**config.mk**
```make
export PLATFORM = sky130hd
export DESIGN_NAME = store_subsystem
export DESIGN_NICKNAME = d
export VERILOG_FILES = /design/src/sq_pkg.sv /design/src/store_agu.sv /design/src/store_queue.sv /design/src/store_drain_axil.sv /design/src/store_subsystem.sv
export SDC_FILE = /design/constraint.sdc
export NUM_CORES = 2
export LEC_CHECK = 0
export BUFFER_PORTS_ARGS = -buffer_cell sky130_fd_sc_hd__buf_2
export CAP_MARGIN = 5
export CORE_ASPECT_RATIO = 0.8
export CORE_MARGIN = 4
export CORE_UTILIZATION = 46
export CTS_BUF_LIST = sky130_fd_sc_hd__clkbuf_4 sky130_fd_sc_hd__clkbuf_8 sky130_fd_sc_hd__clkbuf_16
export DETAILED_ROUTE_END_ITERATION = 8
export GPL_TIMING_DRIVEN = 0
export SLEW_MARGIN = 20
export SYNTH_ARGS = -nofsm -noshare
export SYNTH_HDL_FRONTEND = slang
export SYNTH_HIERARCHICAL = 1
export SYNTH_SLANG_ARGS = --single-unit
```
**constraint.sdc**
```tcl
create_clock -name clock -period 16.45 [get_ports clock]
set_input_delay 0.8225 -clock clock [delete_from_list [all_inputs] [get_ports clock]]
set_output_delay 0.8225 -clock clock [all_outputs]
set_load 0.02 [all_outputs]
```
**src/sq_pkg.sv**
```systemverilog
package sq_pkg;

    typedef logic [31:0] addr_t;       // Byte address
    typedef logic [29:0] word_addr_t;  // Address of a 32-bit word, byte offset dropped
    typedef logic [31:0] data_t;
    typedef logic [3:0]  strb_t;       // One bit per byte lane

    // Default store queue index, sized for 8 entries
    // The packet index fields below carry this width, so deeper queues need it widened
    typedef logic [2:0]  sq_idx_t;

    typedef enum logic [1:0] {
        SIZE_BYTE = 2'd0,
        SIZE_HALF = 2'd1,
        SIZE_WORD = 2'd2
    } st_size_e;

    // AXI4-Lite BRESP codes in use here
    typedef enum logic [1:0] {
        OKAY   = 2'b00,
        SLVERR = 2'b10
    } axil_resp_e;

    // Store operands from issue, one per cycle
    typedef struct packed {
        sq_idx_t  index;   // Entry given out at dispatch
        addr_t    base;
        addr_t    offset;
        data_t    data;    // Unaligned, value in the low bytes
        st_size_e size;
    } st_exec_t;

    // Resolved store, written into its queue entry
    typedef struct packed {
        sq_idx_t    index;
        word_addr_t word_addr;
        strb_t      strb;
        data_t      data;  // Already shifted into its lanes
    } sq_fill_t;

    // Committed store at the drain head
    typedef struct packed {
        word_addr_t word_addr;
        strb_t      strb;
        data_t      data;
    } sq_drain_t;

endpackage

```
**src/store_agu.sv**
```systemverilog
`timescale 1ns/1ps

module store_agu (
    input  logic             clock,
    input  logic             reset,

    input  logic             exec_valid,
    input  sq_pkg::st_exec_t exec,

    output logic             fill_valid,
    output sq_pkg::sq_fill_t fill
);

    sq_pkg::addr_t eff_addr;
    logic [1:0]    lane;      // Byte offset within the word
    sq_pkg::strb_t strb_c;
    sq_pkg::data_t data_c;

    assign eff_addr = exec.base + exec.offset;
    assign lane     = eff_addr[1:0];

    // Strobes shifted to the lane; bits pushed past lane 3 fall off,
    // so a misaligned half or word keeps only what fits in this word
    always_comb begin
        case (exec.size)
            sq_pkg::SIZE_BYTE: strb_c = 4'b0001 << lane;
            sq_pkg::SIZE_HALF: strb_c = 4'b0011 << lane;
            default:           strb_c = 4'b1111 << lane;
        endcase
    end

    assign data_c = exec.data << {lane, 3'b000};  // Low bytes moved up to the strobed lanes

    always_ff @(posedge clock) begin
        if (reset) begin
            fill_valid <= 1'b0;
        end else begin
            fill_valid <= exec_valid;
        end
    end

    // Payload only loads on a valid store
    always_ff @(posedge clock) begin
        if (exec_valid) begin
            fill.index     <= exec.index;
            fill.word_addr <= eff_addr[31:2];
            fill.strb      <= strb_c;
            fill.data      <= data_c;
        end
    end

endmodule

```
**src/store_queue.sv**
```systemverilog
`timescale 1ns/1ps

module store_queue #(
    parameter  int SQ_DEPTH = 8,
    localparam int IDX_W    = $clog2(SQ_DEPTH)
) (
    input  logic              clock,
    input  logic              reset,

    // Dispatch
    input  logic              dispatch_valid,
    output logic              dispatch_ready,
    output logic [IDX_W-1:0]  sq_tail,

    // Execute
    input  logic              fill_valid,
    input  sq_pkg::sq_fill_t  fill,

    // Retire and branch recovery
    input  logic              retire_valid,
    input  logic              restore_valid,
    input  logic [IDX_W-1:0]  restore_tail,

    // Load lookup
    input  sq_pkg::addr_t     load_addr,
    input  logic [IDX_W-1:0]  load_sq_tail,
    output sq_pkg::data_t     load_fwd_data,
    output sq_pkg::strb_t     load_fwd_mask,

    // Drain to memory
    output logic              drain_valid,
    input  logic              drain_ready,
    output sq_pkg::sq_drain_t drain
);

    typedef logic [IDX_W-1:0] idx_t;
    typedef logic [IDX_W:0]   cnt_t;  // Extra bit so full and empty differ

    sq_pkg::sq_drain_t entry_q [SQ_DEPTH];
    logic [SQ_DEPTH-1:0] valid, valid_nxt;
    logic [SQ_DEPTH-1:0] filled, filled_nxt;
    logic [SQ_DEPTH-1:0] free_mask;

    idx_t head;         // Oldest entry, next to drain
    idx_t commit_ptr;   // Oldest uncommitted entry
    idx_t tail;
    cnt_t committed_cnt;  // Entries in [head, commit_ptr)
    cnt_t pending_cnt;    // Entries in [commit_ptr, tail)

    idx_t fill_idx;
    idx_t freed_n;
    cnt_t keep_cnt;
    logic fill_ok;
    logic dispatch_fire;
    logic drain_fire;

    assign sq_tail        = tail;
    assign dispatch_ready = (committed_cnt + pending_cnt) != cnt_t'(SQ_DEPTH);
    assign dispatch_fire  = dispatch_valid && dispatch_ready && !restore_valid;  // Restore wins

    assign drain_valid = committed_cnt != '0;
    assign drain       = entry_q[head];
    assign drain_fire  = drain_valid && drain_ready;

    assign fill_idx = idx_t'(fill.index);
    assign fill_ok  = fill_valid && valid[fill_idx];  // Squashed stores are dropped

    // Recovery: entries from restore_tail up to the old tail go away
    assign freed_n  = tail - restore_tail;
    assign keep_cnt = pending_cnt - cnt_t'(freed_n);

    always_comb begin
        idx_t off;
        free_mask = '0;
        for (int i = 0; i < SQ_DEPTH; i++) begin
            off = idx_t'(i) - commit_ptr;  // Age among uncommitted entries
            free_mask[i] = (cnt_t'(off) >= keep_cnt) && (cnt_t'(off) < pending_cnt);
        end
    end

    always_comb begin
        valid_nxt  = valid;
        filled_nxt = filled;
        if (fill_ok) begin
            filled_nxt[fill_idx] = 1'b1;
        end
        if (drain_fire) begin
            valid_nxt[head]  = 1'b0;
            filled_nxt[head] = 1'b0;
        end
        if (dispatch_fire) begin
            valid_nxt[tail]  = 1'b1;
            filled_nxt[tail] = 1'b0;
        end
        if (restore_valid) begin
            valid_nxt  = valid_nxt & ~free_mask;
            filled_nxt = filled_nxt & ~free_mask;
        end
    end

    always_ff @(posedge clock) begin
        if (reset) begin
            valid  <= '0;
            filled <= '0;
        end else begin
            valid  <= valid_nxt;
            filled <= filled_nxt;
        end
    end

    always_ff @(posedge clock) begin
        if (fill_ok) begin
            entry_q[fill_idx].word_addr <= fill.word_addr;
            entry_q[fill_idx].strb      <= fill.strb;
            entry_q[fill_idx].data      <= fill.data;
        end
    end

    always_ff @(posedge clock) begin
        if (reset) begin
            head          <= '0;
            commit_ptr    <= '0;
            tail          <= '0;
            committed_cnt <= '0;
            pending_cnt   <= '0;
        end else begin
            if (drain_fire) begin
                head <= head + idx_t'(1);
            end
            if (retire_valid) begin
                commit_ptr <= commit_ptr + idx_t'(1);
            end
            committed_cnt <= committed_cnt + cnt_t'(retire_valid) - cnt_t'(drain_fire);
            if (restore_valid) begin
                tail        <= restore_tail;
                pending_cnt <= keep_cnt - cnt_t'(retire_valid);
            end else begin
                if (dispatch_fire) begin
                    tail <= tail + idx_t'(1);
                end
                pending_cnt <= pending_cnt + cnt_t'(dispatch_fire) - cnt_t'(retire_valid);
            end
        end
    end

    // Forwarding, youngest older store first; each lane takes its first hit
    always_comb begin
        idx_t          idx;
        idx_t          age;
        idx_t          load_pos;
        sq_pkg::strb_t hit;
        load_pos      = load_sq_tail - head;  // Stores older than the load
        hit           = '0;
        load_fwd_data = '0;
        for (int k = 1; k <= SQ_DEPTH; k++) begin
            idx = load_sq_tail - idx_t'(k);
            age = idx - head;
            if (age < load_pos && valid[idx] && filled[idx] &&
                    entry_q[idx].word_addr == load_addr[31:2]) begin
                for (int l = 0; l < 4; l++) begin
                    if (entry_q[idx].strb[l] && !hit[l]) begin
                        load_fwd_data[8*l +: 8] = entry_q[idx].data[8*l +: 8];
                        hit[l] = 1'b1;
                    end
                end
            end
        end
        load_fwd_mask = hit;
    end

endmodule

```
**src/store_drain_axil.sv**
```systemverilog
`timescale 1ns/1ps

module store_drain_axil (
    input  logic               clock,
    input  logic               reset,

    input  logic               drain_valid,
    output logic               drain_ready,
    input  sq_pkg::sq_drain_t  drain,

    // AXI4-Lite write address
    output logic               awvalid,
    input  logic               awready,
    output sq_pkg::addr_t      awaddr,

    // AXI4-Lite write data
    output logic               wvalid,
    input  logic               wready,
    output sq_pkg::data_t      wdata,
    output sq_pkg::strb_t      wstrb,

    // AXI4-Lite write response
    input  logic               bvalid,
    output logic               bready,
    input  sq_pkg::axil_resp_e bresp,

    output logic               write_error
);

    typedef enum logic [1:0] {
        ST_IDLE,
        ST_ADDR_DATA,
        ST_RESP
    } state_e;

    state_e            state;
    sq_pkg::sq_drain_t pkt;  // Store being written
    logic              aw_done;
    logic              w_done;

    assign drain_ready = state == ST_IDLE;

    assign awaddr = {pkt.word_addr, 2'b00};
    assign wdata  = pkt.data;
    assign wstrb  = pkt.strb;

    // Each channel done once its beat is taken, now or earlier
    assign aw_done = !awvalid || awready;
    assign w_done  = !wvalid || wready;

    always_ff @(posedge clock) begin
        if (reset) begin
            state       <= ST_IDLE;
            awvalid     <= 1'b0;
            wvalid      <= 1'b0;
            bready      <= 1'b0;
            write_error <= 1'b0;
        end else begin
            case (state)
                ST_IDLE: begin
                    if (drain_valid) begin
                        awvalid <= 1'b1;  // AW and W go out together
                        wvalid  <= 1'b1;
                        state   <= ST_ADDR_DATA;
                    end
                end
                ST_ADDR_DATA: begin
                    if (awready) awvalid <= 1'b0;
                    if (wready) wvalid <= 1'b0;
                    if (aw_done && w_done) begin
                        bready <= 1'b1;
                        state  <= ST_RESP;
                    end
                end
                ST_RESP: begin
                    if (bvalid) begin
                        bready <= 1'b0;
                        state  <= ST_IDLE;
                        if (bresp == sq_pkg::SLVERR) begin
                            write_error <= 1'b1;  // Sticky
                        end
                    end
                end
                default: state <= ST_IDLE;
            endcase
        end
    end

    always_ff @(posedge clock) begin
        if (drain_valid && drain_ready) begin
            pkt <= drain;
        end
    end

endmodule

```
**src/store_subsystem.sv**
```systemverilog
`timescale 1ns/1ps

module store_subsystem #(
    parameter  int SQ_DEPTH = 8,
    localparam int IDX_W    = $clog2(SQ_DEPTH)
) (
    input  logic               clock,
    input  logic               reset,

    // Dispatch
    input  logic               dispatch_valid,
    output logic               dispatch_ready,
    output logic [IDX_W-1:0]   sq_tail,

    // Store execute
    input  logic               exec_valid,
    input  sq_pkg::st_exec_t   exec,

    // Retire and branch recovery
    input  logic               retire_valid,
    input  logic               restore_valid,
    input  logic [IDX_W-1:0]   restore_tail,

    // Load lookup
    input  sq_pkg::addr_t      load_addr,
    input  logic [IDX_W-1:0]   load_sq_tail,
    output sq_pkg::data_t      load_fwd_data,
    output sq_pkg::strb_t      load_fwd_mask,

    // AXI4-Lite write master
    output logic               awvalid,
    input  logic               awready,
    output sq_pkg::addr_t      awaddr,
    output logic               wvalid,
    input  logic               wready,
    output sq_pkg::data_t      wdata,
    output sq_pkg::strb_t      wstrb,
    input  logic               bvalid,
    output logic               bready,
    input  sq_pkg::axil_resp_e bresp,
    output logic               write_error
);

    logic              fill_valid;
    sq_pkg::sq_fill_t  fill;
    logic              drain_valid;
    logic              drain_ready;
    sq_pkg::sq_drain_t drain;

    store_agu agu0 (
        .clock      (clock),
        .reset      (reset),
        .exec_valid (exec_valid),
        .exec       (exec),
        .fill_valid (fill_valid),
        .fill       (fill)
    );

    store_queue #(
        .SQ_DEPTH (SQ_DEPTH)
    ) sq0 (
        .clock          (clock),
        .reset          (reset),
        .dispatch_valid (dispatch_valid),
        .dispatch_ready (dispatch_ready),
        .sq_tail        (sq_tail),
        .fill_valid     (fill_valid),
        .fill           (fill),
        .retire_valid   (retire_valid),
        .restore_valid  (restore_valid),
        .restore_tail   (restore_tail),
        .load_addr      (load_addr),
        .load_sq_tail   (load_sq_tail),
        .load_fwd_data  (load_fwd_data),
        .load_fwd_mask  (load_fwd_mask),
        .drain_valid    (drain_valid),
        .drain_ready    (drain_ready),
        .drain          (drain)
    );

    store_drain_axil drain0 (
        .clock       (clock),
        .reset       (reset),
        .drain_valid (drain_valid),
        .drain_ready (drain_ready),
        .drain       (drain),
        .awvalid     (awvalid),
        .awready     (awready),
        .awaddr      (awaddr),
        .wvalid      (wvalid),
        .wready      (wready),
        .wdata       (wdata),
        .wstrb       (wstrb),
        .bvalid      (bvalid),
        .bready      (bready),
        .bresp       (bresp),
        .write_error (write_error)
    );

endmodule

```
# Word level (Yosys, flattened, before mapping)
# Memory sizes are Yosys's and may differ from the RTL's. A register that Yosys moved wholly into a read port is not among the register bits.
# Cells that the tools add are included.
# classes
add_sub_neg	35
order_cmp	38
eq_ne	18
shift	4
mux	145
bitwise	10
n_reduce_logical	112
# op_table
cell	n
8-bit 2-to-1 mux	39
32-bit 2-to-1 mux	8
30-bit equality test	8
1-bit logical AND	68
1-bit 2-to-1 mux	59
1-bit binary-select mux with 3-bit select	17
3-bit by 4-bit less-than comparator with 1-bit output (second input constant)	11
8-bit bitwise AND	5
4-bit 2-to-1 mux	9
32-bit adder	1
3-bit by 4-bit >= comparator with 1-bit output	8
3-bit by 4-bit less-than comparator with 1-bit output	8
32-bit by 5-bit << shifter with 32-bit output	1
1-bit logical NOT	31
3-bit subtractor	9
3-bit less-than comparator	8
8-bit NOT	3
8-bit OR	2
3-bit AND reduction	5
3-bit subtractor (first input constant)	4
3-bit subtractor (second input constant)	4
4-bit by 1-bit subtractor with 4-bit output	3
3-bit by 1-bit adder with 3-bit output (second input constant)	3
1-bit demux with 3-bit select	3
other kinds (25)	45
# totals
regBits	109
ram_bits	528
out_inout_bits	112
wordCells	380
mem_count	1
# memory_table
memory	words	width	rd	rd_ports_with_merged_regs	write_ports	line	source
sq0.entry_q	8	66	9	1	1	store_queue.sv:39	sq_pkg::sq_drain_t entry_q [SQ_DEPTH];

# Depth between registers and ports, before layout
# depth
ltp_word	35
depth_mapped	25
depth_no_buf	16

# By module
# Netlist, hierarchy kept.
# modules_own_cells
mod	instances	cells_each	area_each_um2	seq_area_each_um2
store_queue	1	3498	46843.7	16575.9
store_agu	1	395	4366.7	2092.0
store_drain_axil	1	103	2273.4	2102.0

# Worst setup path before layout
# No wires, ideal clock.
# synth_timing
kind	input-to-output
start	input port load_sq_tail[1]
end	output port load_fwd_data[11]
t_arrival_ps	5995
slack_ps	9633
stages	24
n_path_buf	11
cell_sequence	clkbuf_1 buf_4 buf_2 buf_2 buf_2 buf_2 buf_1 clkbuf_1 buf_2 xnor2_1 xor2_1 ha_1 o21a_1 a311oi_1 nand2_1 a211oi_1 o211ai_1 nor3_2 a21o_1 and3b_1 clkbuf_1 buf_2 a21oi_1 a32o_1
# synth_via
elab_chain_cells	35
word_cells_on_any_way	132
# synth_lines
element	line	source
start: declaration	store_subsystem.sv:26	input logic [IDX_W-1:0] load_sq_tail,
3-bit by 1-bit subtractor with 3-bit output	store_queue.sv:156	idx = load_sq_tail - idx_t'(k);
3-bit subtractor or 1-bit binary-select mux with 3-bit select (tied branches)	store_queue.sv:157, store_queue.sv:158	
3-bit less-than comparator or 1-bit 2-to-1 mux (tied branches)	store_queue.sv:158	if (age < load_pos && valid[idx] && filled[idx] &&
1-bit logical AND (3 in a row)	store_queue.sv:158	
4-bit 2-to-1 mux	store_queue.sv:158	
1-bit logical NOT	store_queue.sv:161	if (entry_q[idx].strb[l] && !hit[l]) begin
1-bit logical AND	store_queue.sv:161	
1-bit 2-to-1 mux	store_queue.sv:161	
[... 17 more ...]	n/a	
1-bit logical NOT	store_queue.sv:161	
1-bit logical AND	store_queue.sv:161	
1-bit 2-to-1 mux	store_queue.sv:161	
4-bit 2-to-1 mux	store_queue.sv:158	
1-bit logical NOT	store_queue.sv:161	
1-bit logical AND	store_queue.sv:161	
8-bit 2-to-1 mux	store_queue.sv:161	
32-bit 2-to-1 mux *	store_queue.sv:158	
end: declaration	store_subsystem.sv:27	output sq_pkg::data_t load_fwd_data,
# Every way passes the cells marked *; elsewhere a longest branch is shown, timed or not. The select of a mux whose other input is x is not followed.

# Worst setup path after layout
# layout_timing
start	input port load_sq_tail[1]
end	output port load_fwd_data[29]
# The elaborated chain is that of the path after synthesis.

==> qor.csv <==
stage,metric,value,unit
yosys,synthDistinctLibCells,93,
yosys,synth_area_per_cell,13.4,um2
route,avgViaCountPerCell,7.36,
floorplan,start_util,46.5,%
critical_path,required,15.63,ns
route,dr_total_vias,43892,
sta,setup-tns-final,0,ns
place,numPortBuffers,233,
power,ir_drop,0.103,mV
sta,fmax,77.5,MHz
floorplan,core,115000,um2
yosys,async_flop_share,0,%
yosys,synthFlopType,edfxtp_1,
critical_path,start_kind,primary input,
global_routing,grt_pass1_wl,342,mm
sta,rsz0062_at_grt,no,
yosys,synth.area.top_cells,"edfxtp_1 37%, mux4_2 28%, mux2i_1 5.4%",
clocking,cts.sinks,706,
final_layout,nNetsFinal,4623,
sta,post-route-min-period,12.91,ns
global_routing,grt_max_degree,37,
floorplan,ios,262,
route,wl_per_cell,42.1,um
sta,period_share,78.5,%
global_routing,grt_antenna_before_repair,20,
sta,finalMaxSlewViolations,0,
route,drtIter0Drc,7642,
clocking,cts_made_buffers,76,
clocking,holdBufCountCts,0,
yosys,postSynthCellCount,3996,
place,gp_congestion,1.06,
critical_path,slowest_stage,nor3_2,
clocking,clk_path_buf_depth,3,
route,ant_nets,0,
yosys,synth_top_area_share,37.2,%
power,leakage,21.1,nW
global_routing,grt_pass1_vias,40668,
worst_hold_path,hp-class,in -> reg,
run,max_cap_violations,0,
power,power.density,107,nW/um2
sta,setup_viol,0,
final_layout,syn2layout_area_growth,12.6,%
clocking,htreeDepth,3,
critical_path,crit_fanout,10,
sta,tightest_slew,1.29,ns
yosys,synth-seq-area-share,38.8,%
critical_path,slowest_delay,1.06,ns
floorplan,die_h,313,um
clocking,cts_tree,yes,
critical_path,crit_family,buffers and inverters,
floorplan,fp-row-count,111,
floorplan,fp.dieW,389,um
yosys,synth_edf_count,663,
yosys,synth_top_area_cell,edfxtp_1,
sta,finalHoldViolCount,0,
critical_path,cp_common_cell,buf_2,
clocking,post_cts_buffers,0,
global_routing,grt_overflow,0,
power,power,6.44,mW
critical_path,path_class,in -> out,
clocking,clk_pin_slew,0.06,ns
critical_path,worst-path-buf-inv,12,
clocking,ctsResizeCount,0,
clocking,clk_latency,0.74,ns
global_routing,grt_usage,40.6,%
place,dp_hpwl,190,mm
route,drc_errors,0,
route,finalWirelength,251,mm
yosys,ys_ff_latch,706,
final_layout,drive_above_1_share,31.2,%
sta,relSlewSlack,14.3,%
clocking,cts_root_buffer,clkbuf_16,
sta,worst_clock_skew,0.0572,ns
final_layout,utilization,52.4,%
critical_path,critPathCaptureType,primary output,
critical_path,crit_arrival,12.08,ns
yosys,yosys_warnings,6,
route,firstDrtPassIters,6,
floorplan,die_area,122000,um2
yosys,synth_area,53500,um2
outcome,outcome,"complete, no violations",
routing by layer:
metal	share of wire, %	vias to the layer above	GRT usage, %	wire length (um)
li1	-	16949	-	-
met1	40	22532	59.0	101000
met2	39	3919	52.8	98100
met3	17	478	20.4	43700
met4	3.5	14	12.2	8730
met5	0.031	-	0	79
synth_stat cells (all sizes together) (24+ instances only):
library cell / n
o22ai: 36
nand4: 34
dfxtp: 43
nor2b: 24
xnor2: 218
nand2: 426
and2: 39
a211oi: 32
nand3: 80
a21oi: 146
a21o: 35
edfxtp: 663
and3: 51
o21ai: 104
nor3: 35
inv: 61
xor2: 73
mux2: 71
ha: 92
nor2: 134
mux4: 667
clkbuf: 124
a22oi: 28
buf: 196
a32o: 26
mux2i: 290
flip-flops by register name, summed over array words and instances (netlist names), 2 cells and up, named ones only:
name,count
sq0/filled,8
sq0/pending_cnt,4
agu0/fill,69
drain0/awaddr,30
sq0/valid,8
drain0/wstrb,4
drain0/wdata,32
sq0/sq_tail,3
sq0/entry_q,528
sq0/commit_ptr,3
sq0/committed_cnt,4
drain0/state,2
sq0/head,3
layout by cell type (no fill, tap or decap), drive strengths merged, types with 104 or more instances in the layout:
master,count
a21oi,146
buf,487
clkbuf,211
edfxtp,663
mux2i,290
mux4,667
nand2,426
nor2,134
o21ai,104
xnor2,218
worst paths after layout:
path | from | end | slack, ns | depth (start not counted)
hold / removal | exec[99] | agu0/fill[67] | 0.29 | 1
hold reg to reg | drain0/write_error | drain0/write_error | 0.48 | 2
setup / recovery | load_sq_tail[1] | load_fwd_data[29] | 3.54 | 25
setup reg to reg | register | drain0/awaddr[4] | 12.08 | 6
cell type report:
type	instances	area, um2
Antenna cell	7	17.5
Buffer	320	1600
Clock buffer	82	1960
Clock inverter	54	490
Fill cell	9834	54800
Inverter	62	233
Multi-Input combinational cell	2909	31100
Sequential cell	706	20800
Tap cell	1525	1910
Timing Repair Buffer	296	2180
kinds of logic after synthesis:
kind of cell               after synthesis  share of synthesized area, %
adders and majority gates              102                          2.53
buffers and inverters                  382                          3.31
and+or+nand+nor                        899                          7.90
xor gates and xnor gates               291                          4.79
DFF                                    706                          38.8
muxes                                 1028                          35.0
AOI/OAI and AO/OA                      587                          7.62
other                                    1                       0.00701
report_power, final:
| group | internal (mW) | switching [mW] |
|---|---|---|
| Combinational | 0.855 | 1.51 |
| Clock | 0.978 | 0.772 |
| Sequential | 2.20 | 0.122 |
stage by stage:
stage | worst slack (ns) | cell area, um2 | hold WS (ns) | instances
finish | 3.54 | 60200 | 0.295 | 5961
global route | 3.99 | 60200 | 0.273 | 5955
CTS | 4.45 | 60200 | 0.247 | 5953
detailed placement | 4.43 | 57700 | 0.458 | 5817
global placement | 1.88 | 56600 | 0.455 | 5755
floorplan | 9.63 | 53500 | 0.470 | 3997
Note: power is estimated with default switching activity, not from simulation.
